===== src/hdl/ex_consts.svh =====
// Execute stage constants
// Data path, register address and opcode widths

`ifndef EX_CONSTS_SVH
`define EX_CONSTS_SVH

// Integer data path width
`define EX_XLEN 32

// Register file address width
// Top bit selects the FP bank and passes through untouched
`define EX_RADDR_W 6

// ALU opcode width
`define EX_ALU_OP_W 5

// Multiplier opcode width
`define EX_MUL_OP_W 2

`endif


===== src/hdl/ex_pkg.sv =====
// Execute stage package
// ALU and multiplier opcode encodings

`default_nettype none

`include "ex_consts.svh"

package ex_pkg;

  // ALU operations
  // Compare ops sit in the upper codes
  typedef enum logic [`EX_ALU_OP_W-1:0] {
    ADD  = 5'h00,
    SUB  = 5'h01,
    AND  = 5'h02,
    OR   = 5'h03,
    XOR  = 5'h04,
    SLL  = 5'h05,
    SRL  = 5'h06,
    SRA  = 5'h07,
    SLT  = 5'h08,
    SLTU = 5'h09,
    // Branch compares
    EQ   = 5'h0c,
    NE   = 5'h0d,
    LT   = 5'h10,
    GE   = 5'h11,
    LTU  = 5'h12,
    GEU  = 5'h13
  } alu_op_e;

  // Multiplier operations
  // Only MUL returns the low word
  typedef enum logic [`EX_MUL_OP_W-1:0] {
    MUL    = 2'd0,
    MULH   = 2'd1,
    MULHSU = 2'd2,
    MULHU  = 2'd3
  } mul_op_e;

endpackage

`default_nettype wire


===== src/hdl/ex_alu.sv =====
// Integer ALU
// Add, subtract, logic, shifts, set-less-than and branch compares

`timescale 1ns/10ps
`default_nettype none

`include "ex_consts.svh"

module ex_alu (
  input  ex_pkg::alu_op_e       operator_i,
  input  logic [`EX_XLEN-1:0]   operand_a_i,
  input  logic [`EX_XLEN-1:0]   operand_b_i,
  output logic [`EX_XLEN-1:0]   result_o,
  output logic                  cmp_result_o
);

  localparam int SHAMT_W = $clog2(`EX_XLEN);

  // Reverses the bit order of a word
  function automatic logic [`EX_XLEN-1:0] bit_rev(input logic [`EX_XLEN-1:0] v);
    logic [`EX_XLEN-1:0] r;
    for (int i = 0; i < `EX_XLEN; i++) begin
      r[i] = v[`EX_XLEN-1-i];
    end
    return r;
  endfunction

  ////////////////////
  // Adder
  ////////////////////

  logic                do_sub;
  logic [`EX_XLEN-1:0] b_mux;
  logic [`EX_XLEN:0]   sum_ext;
  logic [`EX_XLEN-1:0] sum;
  logic                carry;
  logic                is_eq;
  logic                lt_u;
  logic                lt_s;

  // Everything except ADD goes through the subtract path
  assign do_sub  = (operator_i != ex_pkg::ADD);
  assign b_mux   = do_sub ? ~operand_b_i : operand_b_i;
  assign sum_ext = {1'b0, operand_a_i} + {1'b0, b_mux} + {{`EX_XLEN{1'b0}}, do_sub};
  assign sum     = sum_ext[`EX_XLEN-1:0];
  assign carry   = sum_ext[`EX_XLEN];

  // Compare flags from a - b
  assign is_eq = (sum == '0);
  // No carry out means a borrow, so a < b unsigned
  assign lt_u  = ~carry;
  // Signs differ: a negative wins; else the difference sign decides
  assign lt_s  = (operand_a_i[`EX_XLEN-1] != operand_b_i[`EX_XLEN-1]) ?
                 operand_a_i[`EX_XLEN-1] : sum[`EX_XLEN-1];

  ////////////////////
  // Shifter
  ////////////////////

  logic                     shift_left;
  logic                     shift_arith;
  logic [`EX_XLEN-1:0]      shift_in;
  logic signed [`EX_XLEN:0] shift_ext;
  logic [`EX_XLEN:0]        shift_out;
  logic [`EX_XLEN-1:0]      shift_r;

  assign shift_left  = (operator_i == ex_pkg::SLL);
  assign shift_arith = (operator_i == ex_pkg::SRA);
  // Left shift is a right shift of the reversed operand
  assign shift_in    = shift_left ? bit_rev(operand_a_i) : operand_a_i;
  assign shift_ext   = {shift_arith & shift_in[`EX_XLEN-1], shift_in};
  assign shift_out   = shift_ext >>> operand_b_i[SHAMT_W-1:0];
  assign shift_r     = shift_out[`EX_XLEN-1:0];

  ////////////////////
  // Compare and result
  ////////////////////

  always_comb begin
    case (operator_i)
      ex_pkg::EQ:                cmp_result_o = is_eq;
      ex_pkg::NE:                cmp_result_o = ~is_eq;
      ex_pkg::LT, ex_pkg::SLT:   cmp_result_o = lt_s;
      ex_pkg::GE:                cmp_result_o = ~lt_s;
      ex_pkg::LTU, ex_pkg::SLTU: cmp_result_o = lt_u;
      ex_pkg::GEU:               cmp_result_o = ~lt_u;
      default:                   cmp_result_o = 1'b0;
    endcase
  end

  always_comb begin
    case (operator_i)
      ex_pkg::ADD, ex_pkg::SUB: result_o = sum;
      ex_pkg::AND:              result_o = operand_a_i & operand_b_i;
      ex_pkg::OR:               result_o = operand_a_i | operand_b_i;
      ex_pkg::XOR:              result_o = operand_a_i ^ operand_b_i;
      // Undo the operand reversal
      ex_pkg::SLL:              result_o = bit_rev(shift_r);
      ex_pkg::SRL, ex_pkg::SRA: result_o = shift_r;
      // Compares give 0 or 1
      ex_pkg::SLT, ex_pkg::SLTU, ex_pkg::EQ, ex_pkg::NE,
      ex_pkg::LT, ex_pkg::GE, ex_pkg::LTU, ex_pkg::GEU:
        result_o = {{(`EX_XLEN-1){1'b0}}, cmp_result_o};
      default:                  result_o = '0;
    endcase
  end

endmodule

`default_nettype wire


===== src/hdl/ex_mult.sv =====
// Integer multiplier
// MUL in one cycle, MULH/MULHSU/MULHU over two cycles

`timescale 1ns/10ps
`default_nettype none

`include "ex_consts.svh"

module ex_mult (
  input  logic                clk,
  input  logic                rst_n,
  input  logic                enable_i,
  input  ex_pkg::mul_op_e     operator_i,
  input  logic [`EX_XLEN-1:0] op_a_i,
  input  logic [`EX_XLEN-1:0] op_b_i,
  input  logic                ex_ready_i,
  output logic [`EX_XLEN-1:0] result_o,
  output logic                ready_o,
  output logic                multicycle_o
);

  localparam logic ST_IDLE = 1'b0;
  localparam logic ST_DONE = 1'b1;

  logic                           a_signed;
  logic                           b_signed;
  logic signed [`EX_XLEN:0]       a_ext;
  logic signed [`EX_XLEN:0]       b_ext;
  logic signed [2*`EX_XLEN+1:0]   product;
  logic                           is_high;
  logic                           start_high;
  logic                           state_q;
  logic                           state_d;
  logic [`EX_XLEN-1:0]            high_q;

  ////////////////////
  // Product
  ////////////////////

  // MULH: both signed, MULHSU: only a signed, MULHU: none
  assign a_signed = (operator_i == ex_pkg::MULH) | (operator_i == ex_pkg::MULHSU);
  assign b_signed = (operator_i == ex_pkg::MULH);

  // One extra bit makes every mode a signed multiply
  assign a_ext   = {a_signed & op_a_i[`EX_XLEN-1], op_a_i};
  assign b_ext   = {b_signed & op_b_i[`EX_XLEN-1], op_b_i};
  assign product = a_ext * b_ext;

  assign is_high    = (operator_i != ex_pkg::MUL);
  // High request seen while idle
  assign start_high = (state_q == ST_IDLE) & enable_i & is_high;

  ////////////////////
  // High word FSM
  ////////////////////

  always_comb begin
    state_d = state_q;
    case (state_q)
      ST_IDLE: begin
        if (start_high) begin
          state_d = ST_DONE;
        end
      end
      // Hold the result until the stage moves on
      default: begin
        if (ex_ready_i) begin
          state_d = ST_IDLE;
        end
      end
    endcase
  end

  always_ff @(posedge clk or negedge rst_n) begin
    if (!rst_n) begin
      state_q <= ST_IDLE;
    end else begin
      state_q <= state_d;
    end
  end

  // Upper word captured in the first cycle
  always_ff @(posedge clk) begin
    if (start_high) begin
      high_q <= product[2*`EX_XLEN-1:`EX_XLEN];
    end
  end

  // Outputs
  assign ready_o      = ~start_high;
  assign multicycle_o = (state_q == ST_DONE);
  assign result_o     = (state_q == ST_DONE) ? high_q : product[`EX_XLEN-1:0];

endmodule

`default_nettype wire


===== src/hdl/ex_stage.sv =====
// Execute stage top
// ALU, multiplier and write-back control with branch outputs

`timescale 1ns/10ps
`default_nettype none

`include "ex_consts.svh"

module ex_stage (
  input  logic                   clk,
  input  logic                   rst_n,
  // ALU from ID
  input  ex_pkg::alu_op_e        alu_operator_i,
  input  logic [`EX_XLEN-1:0]    alu_operand_a_i,
  input  logic [`EX_XLEN-1:0]    alu_operand_b_i,
  input  logic [`EX_XLEN-1:0]    alu_operand_c_i,
  input  logic                   alu_en_i,
  // Multiplier from ID
  input  ex_pkg::mul_op_e        mult_operator_i,
  input  logic [`EX_XLEN-1:0]    mult_operand_a_i,
  input  logic [`EX_XLEN-1:0]    mult_operand_b_i,
  input  logic                   mult_en_i,
  output logic                   mult_multicycle_o,
  // CSR and LSU
  input  logic                   csr_access_i,
  input  logic [`EX_XLEN-1:0]    csr_rdata_i,
  input  logic                   lsu_en_i,
  input  logic [`EX_XLEN-1:0]    lsu_rdata_i,
  input  logic                   lsu_err_i,
  input  logic                   lsu_ready_ex_i,
  // Register writes from ID
  input  logic                   regfile_alu_we_i,
  input  logic [`EX_RADDR_W-1:0] regfile_alu_waddr_i,
  input  logic                   regfile_we_i,
  input  logic [`EX_RADDR_W-1:0] regfile_waddr_i,
  input  logic                   branch_in_ex_i,
  input  logic                   wb_ready_i,
  // To IF
  output logic [`EX_XLEN-1:0]    jump_target_o,
  output logic                   branch_decision_o,
  // Forward port to ID and regfile
  output logic                   regfile_alu_we_fw_o,
  output logic [`EX_RADDR_W-1:0] regfile_alu_waddr_fw_o,
  output logic [`EX_XLEN-1:0]    regfile_alu_wdata_fw_o,
  // LSU write port to WB
  output logic                   regfile_we_wb_o,
  output logic [`EX_RADDR_W-1:0] regfile_waddr_wb_o,
  output logic [`EX_XLEN-1:0]    regfile_wdata_wb_o,
  // Handshake
  output logic                   ex_ready_o,
  output logic                   ex_valid_o
);

  logic [`EX_XLEN-1:0] alu_result;
  logic                alu_cmp_result;
  logic [`EX_XLEN-1:0] mult_result;
  logic                mult_ready;

  // Branch outcome straight from the compare
  assign branch_decision_o = alu_cmp_result;
  assign jump_target_o     = alu_operand_c_i;

  ////////////////////
  // ALU
  ////////////////////

  ex_alu u_alu (
    .operator_i   (alu_operator_i),
    .operand_a_i  (alu_operand_a_i),
    .operand_b_i  (alu_operand_b_i),
    .result_o     (alu_result),
    .cmp_result_o (alu_cmp_result)
  );

  ////////////////////
  // Multiplier
  ////////////////////

  // Stage ready releases the high word
  ex_mult u_mult (
    .clk          (clk),
    .rst_n        (rst_n),
    .enable_i     (mult_en_i),
    .operator_i   (mult_operator_i),
    .op_a_i       (mult_operand_a_i),
    .op_b_i       (mult_operand_b_i),
    .ex_ready_i   (ex_ready_o),
    .result_o     (mult_result),
    .ready_o      (mult_ready),
    .multicycle_o (mult_multicycle_o)
  );

  ////////////////////
  // Write-back control
  ////////////////////

  ex_wb_ctrl u_wb_ctrl (
    .clk                    (clk),
    .rst_n                  (rst_n),
    .alu_en_i               (alu_en_i),
    .mult_en_i              (mult_en_i),
    .csr_access_i           (csr_access_i),
    .lsu_en_i               (lsu_en_i),
    .alu_result_i           (alu_result),
    .mult_result_i          (mult_result),
    .csr_rdata_i            (csr_rdata_i),
    .lsu_rdata_i            (lsu_rdata_i),
    .regfile_alu_we_i       (regfile_alu_we_i),
    .regfile_we_i           (regfile_we_i),
    .regfile_alu_waddr_i    (regfile_alu_waddr_i),
    .regfile_waddr_i        (regfile_waddr_i),
    .lsu_err_i              (lsu_err_i),
    .mult_ready_i           (mult_ready),
    .lsu_ready_ex_i         (lsu_ready_ex_i),
    .wb_ready_i             (wb_ready_i),
    .branch_in_ex_i         (branch_in_ex_i),
    .regfile_alu_we_fw_o    (regfile_alu_we_fw_o),
    .regfile_alu_waddr_fw_o (regfile_alu_waddr_fw_o),
    .regfile_alu_wdata_fw_o (regfile_alu_wdata_fw_o),
    .regfile_we_wb_o        (regfile_we_wb_o),
    .regfile_waddr_wb_o     (regfile_waddr_wb_o),
    .regfile_wdata_wb_o     (regfile_wdata_wb_o),
    .ex_ready_o             (ex_ready_o),
    .ex_valid_o             (ex_valid_o)
  );

endmodule

`default_nettype wire


===== src/hdl/ex_wb_ctrl.sv =====
// Execute stage write-back control
// Forward port select, EX/WB register on the LSU port and stall logic

`timescale 1ns/10ps
`default_nettype none

`include "ex_consts.svh"

module ex_wb_ctrl (
  input  logic                  clk,
  input  logic                  rst_n,
  // Unit enables
  input  logic                  alu_en_i,
  input  logic                  mult_en_i,
  input  logic                  csr_access_i,
  input  logic                  lsu_en_i,
  // Result sources
  input  logic [`EX_XLEN-1:0]   alu_result_i,
  input  logic [`EX_XLEN-1:0]   mult_result_i,
  input  logic [`EX_XLEN-1:0]   csr_rdata_i,
  input  logic [`EX_XLEN-1:0]   lsu_rdata_i,
  // Write requests from ID
  input  logic                  regfile_alu_we_i,
  input  logic                  regfile_we_i,
  input  logic [`EX_RADDR_W-1:0] regfile_alu_waddr_i,
  input  logic [`EX_RADDR_W-1:0] regfile_waddr_i,
  // Stall sources
  input  logic                  lsu_err_i,
  input  logic                  mult_ready_i,
  input  logic                  lsu_ready_ex_i,
  input  logic                  wb_ready_i,
  input  logic                  branch_in_ex_i,
  // Forward port
  output logic                  regfile_alu_we_fw_o,
  output logic [`EX_RADDR_W-1:0] regfile_alu_waddr_fw_o,
  output logic [`EX_XLEN-1:0]   regfile_alu_wdata_fw_o,
  // LSU write port
  output logic                  regfile_we_wb_o,
  output logic [`EX_RADDR_W-1:0] regfile_waddr_wb_o,
  output logic [`EX_XLEN-1:0]   regfile_wdata_wb_o,
  // Handshake
  output logic                  ex_ready_o,
  output logic                  ex_valid_o
);

  logic units_ready;
  logic any_en;
  logic wb_we_d;

  ////////////////////
  // Forward port
  ////////////////////

  assign regfile_alu_we_fw_o    = regfile_alu_we_i;
  assign regfile_alu_waddr_fw_o = regfile_alu_waddr_i;

  // CSR over multiplier over ALU
  always_comb begin
    if (csr_access_i) begin
      regfile_alu_wdata_fw_o = csr_rdata_i;
    end else if (mult_en_i) begin
      regfile_alu_wdata_fw_o = mult_result_i;
    end else if (alu_en_i) begin
      regfile_alu_wdata_fw_o = alu_result_i;
    end else begin
      regfile_alu_wdata_fw_o = '0;
    end
  end

  ////////////////////
  // Stall control
  ////////////////////

  assign units_ready = mult_ready_i & lsu_ready_ex_i & wb_ready_i;
  assign any_en      = alu_en_i | mult_en_i | csr_access_i | lsu_en_i;

  // Branches finish here, so they never wait on WB
  assign ex_ready_o = units_ready | branch_in_ex_i;
  assign ex_valid_o = any_en & units_ready;

  ////////////////////
  // EX/WB register
  ////////////////////

  // A faulting load does not write
  assign wb_we_d = regfile_we_i & ~lsu_err_i;

  always_ff @(posedge clk or negedge rst_n) begin
    if (!rst_n) begin
      regfile_we_wb_o <= 1'b0;
    end else if (ex_valid_o) begin
      regfile_we_wb_o <= wb_we_d;
    end else if (wb_ready_i) begin
      // WB drained and nothing new, flush the slot
      regfile_we_wb_o <= 1'b0;
    end
  end

  // Address only moves with a real write
  always_ff @(posedge clk) begin
    if (ex_valid_o && wb_we_d) begin
      regfile_waddr_wb_o <= regfile_waddr_i;
    end
  end

  // Load data arrives in WB, not registered here
  assign regfile_wdata_wb_o = lsu_rdata_i;

endmodule

`default_nettype wire


===== config.mk =====
export PLATFORM = sky130hd
export DESIGN_NAME = ex_stage
export DESIGN_NICKNAME = d
export VERILOG_FILES = /design/src/hdl/ex_pkg.sv /design/src/hdl/ex_alu.sv /design/src/hdl/ex_mult.sv /design/src/hdl/ex_stage.sv /design/src/hdl/ex_wb_ctrl.sv
export VERILOG_INCLUDE_DIRS = /design/src /design/src/hdl
export SDC_FILE = /design/constraint.sdc
export NUM_CORES = 2
export LEC_CHECK = 0
export BUFFER_PORTS_ARGS = -buffer_cell sky130_fd_sc_hd__buf_2
export CORE_MARGIN = 3
export CORE_UTILIZATION = 50
export DETAILED_ROUTE_END_ITERATION = 10
export PLACE_DENSITY = 0.73
export SLEW_MARGIN = 10
export SYNTH_ARGS = -nofsm -noshare
export SYNTH_HDL_FRONTEND = slang
export SYNTH_SLANG_ARGS = --single-unit

===== constraint.sdc =====
create_clock -name clk -period 11.1 [get_ports clk]
set_input_delay 1.665 -clock clk [delete_from_list [all_inputs] [get_ports clk]]
set_output_delay 1.665 -clock clk [all_outputs]
set_load 0.03 [all_outputs]

==> results.md <==
* Vias in the first global route at 39720
* Count of cell types in the netlist at 82
* Most frequent cell on the critical path: fa_1
* Core ar. at 92360 um^2
* Area contributors post-synth: fa_1, inv_1, ha_1
* CTS tree: done
* Final core utilization at 52.97%
* Cells after synthesis at 5396
* Cell family with most CP delay: adder cells
* Max-slew violation count at 0
* Simple-Gate Fraction of Synth Area at 14.13%
* Clk buf depth at 2
* Setup TNS at 0 ns
* Synth Warn # at 0
* Drt total wl at 145600 um
* Max-cap violation count at 0
* First-pass GRT wire length at 227800 um
* Crit start category: input pin
* Post-Syn Nets at 7086
* Max Clk Rate at 0.09171 GHz
* Crit path kind: input pin to output port
* Max-slew headroom at 20.19%
* CP max FO at 27
* Mux contribution to synthesized area at 2.831%
* Most frequent cells in the layout: inv_1, fa_1, nand2_1, ha_1, and2_1
* Clock Latency Late Sink at 0.29 ns
* Worst Path Buf+Inv at 6
* Period minus WS final at 10.90 ns
* #FFs+latches synth at 40
* Largest family of logic cells by synthesized area: adder cells
* GRT overflow at 0
* Horiz. Die Dim at 312.3 um
* Register area share after synthesis at 2.540%
* Die footprint at 97510 um^2
* CTS clk-pin slew, worst paths at 0.06 ns
* CP max stage cell: fa_1
* Via Count at 37640
* Clock Skews at 0.006878 ns
* Post-synth EDFFs at 38
* Critical Path End Type: output port
* Port buffer count at 226
* DRC at 0
* Setup repair bufs after CTS at 0
* Fin. Hold Viols at 0
* Area growth syn-to-layout at 4.319%
* Placement Rows at 111
* Die H at 312.3 um
* GR Util All Layers at 30.19%
* Cts bufs inserted at 5
* Hold Path Class: flip-flop to flip-flop
* # setup viols final at 0
* Commonest non-fill, non-tap cell in the layout: inv_1
* Pre-antenna DRT Iters at 6
* WP data arrival at 9.24 ns
* GPL Wtd Cong at 1.032
* Drt wl/cell at 22.00 um
* CTS H-tree lvls at 2
* Iter 0 DRT Violations at 3402
* RSZ-0062 raised after global routing: no
* Mapped Area at 46900 um^2
* Post-Synth XOR/XNOR Area at 2.409%
* Initial antenna violation count at 14
* Sum of net half-perimeters after detailed placement at 122500 um
* Synthesized area per cell at 8.692 um^2
* ANT nets after route at 0
* Largest net degree at the start of global routing at 72
* CP peak stage delay at 0.54 ns
* Status: finished, final reports clean
* Cts hold-fix bufs at 0
* Net count reported at finish at 7058
* Fin crit share at 98.23%
* Min Hold Slack at 0.4909 ns
* Proportion of layout cells with a drive suffix above 1 at 7.618%
* Synth Area in Compound Gates at 8.017%
* Initial core utilization at 50.78%
* Worst path required time at 9.44 ns
* TritonCTS Sinks at 40
* FFs w/ async S/R, synth at 5.000%
* Yosys top cell area share at 48.06%
* Pre-CTS setup slack at 0.2644 ns
* Post-route setup slack at 0.1962 ns
* Worst-margin pin slew at 1.197 ns
* Vias per std cell at 5.686
* Clock Root Buffer: clkbuf_16
* Adder-cell share of the synthesized area at 56.31%
* I/O pin cnt at 369
* Cts repair resizes at 0
* Synth area leader: fa_1
* Top_reg_cell synth: edfxtp_1
## state kept, by name (all words and copies together), names as in the netlist
name                          flops
u_mult.high_q                    32
u_wb_ctrl.regfile_waddr_wb_o      6
u_mult.multicycle_o               1
u_wb_ctrl.regfile_we_wb_o         1
## synthesized netlist by cell type, types with 9 or more instances
library cell / n
a221oi_1: 10
mux2i_1: 49
nand2b_1: 9
xnor2_1: 99
and3_1: 35
or2_2: 15
a222oi_1: 12
fa_1: 1126
mux4_2: 33
nand3_1: 27
xor2_1: 30
a21oi_1: 169
nand2_1: 921
a31oi_1: 18
o21bai_1: 24
ha_1: 309
buf_4: 71
o21a_1: 13
clkbuf_1: 269
nor3_1: 24
nand4_1: 18
o21ai_1: 17
a21o_1: 43
o31ai_1: 10
o21ai_0: 107
edfxtp_1: 38
inv_1: 1281
nor2b_1: 9
and2_1: 263
nor2_1: 129
o211ai_1: 19
a22oi_1: 28
buf_1: 10
a221o_1: 14
a211oi_1: 27
## through the flow
stage / std cells / area, um^2
2_1_floorplan: 5396 / 46900
3_3_place_gp: 6604 / 48730
3_5_place_dp: 6604 / 48730
4_1_cts: 6612 / 48900
5_1_grt: 6615 / 48910
6_report: 6620 / 48930
## logic make-up (layout without fill, tap and decap cells)
group                    after synthesis  count (layout)
AO/OA/AOI/OAI                        576             576
flip-flops                            40              40
adder cells (fa/ha/maj)             1435            1435
AND/OR/NAND/NOR                     1481            1481
XOR/XNOR                             129             129
buffers and inverters               1645            1618
multiplexers                          90              90
other                                  0               8
## worst paths after layout
path | start | depth (start not counted) | to | slack, ns
worst min register to register | u_wb_ctrl.regfile_we_wb_o | 1 | u_wb_ctrl.regfile_we_wb_o | 0.49
min in group asynchronous | rst_n | 1 | u_mult.multicycle_o | 1.16
worst min-delay path | u_wb_ctrl.regfile_we_wb_o | 1 | u_wb_ctrl.regfile_we_wb_o | 0.49
worst max-delay path | mult_operand_b_i[1] | 26 | regfile_alu_wdata_fw_o[26] | 0.20
worst max register to register | u_mult.multicycle_o | 5 | u_wb_ctrl.regfile_waddr_wb_o[1] | 8.82
max in group asynchronous | rst_n | 1 | u_mult.multicycle_o | 9.84
## area by class of cell
type	count	area, um^2
Fill cell	8465	43430
Clock buffer	5	125.1
Multi-Input combinational cell	3711	39280
Clock inverter	3	47.55
Sequential cell	40	1192
Antenna cell	8	20.02
Inverter	1286	4827
Timing Repair Buffer	324	1882
Tap cell	1243	1555
## layer usage
layer | track usage (%) | share of wire (%) | routed length (um)
met1 | 38.75 | 38 | 54800
met2 | 49.37 | 48 | 69170
met3 | 5.696 | 8.8 | 12890
met4 | 14.66 | 6.0 | 8719
met5 | 0 | 0.032 | 46
Power is not shown: default switching activity piles up to over one toggle a cycle in this logic, so the estimate is an artifact.
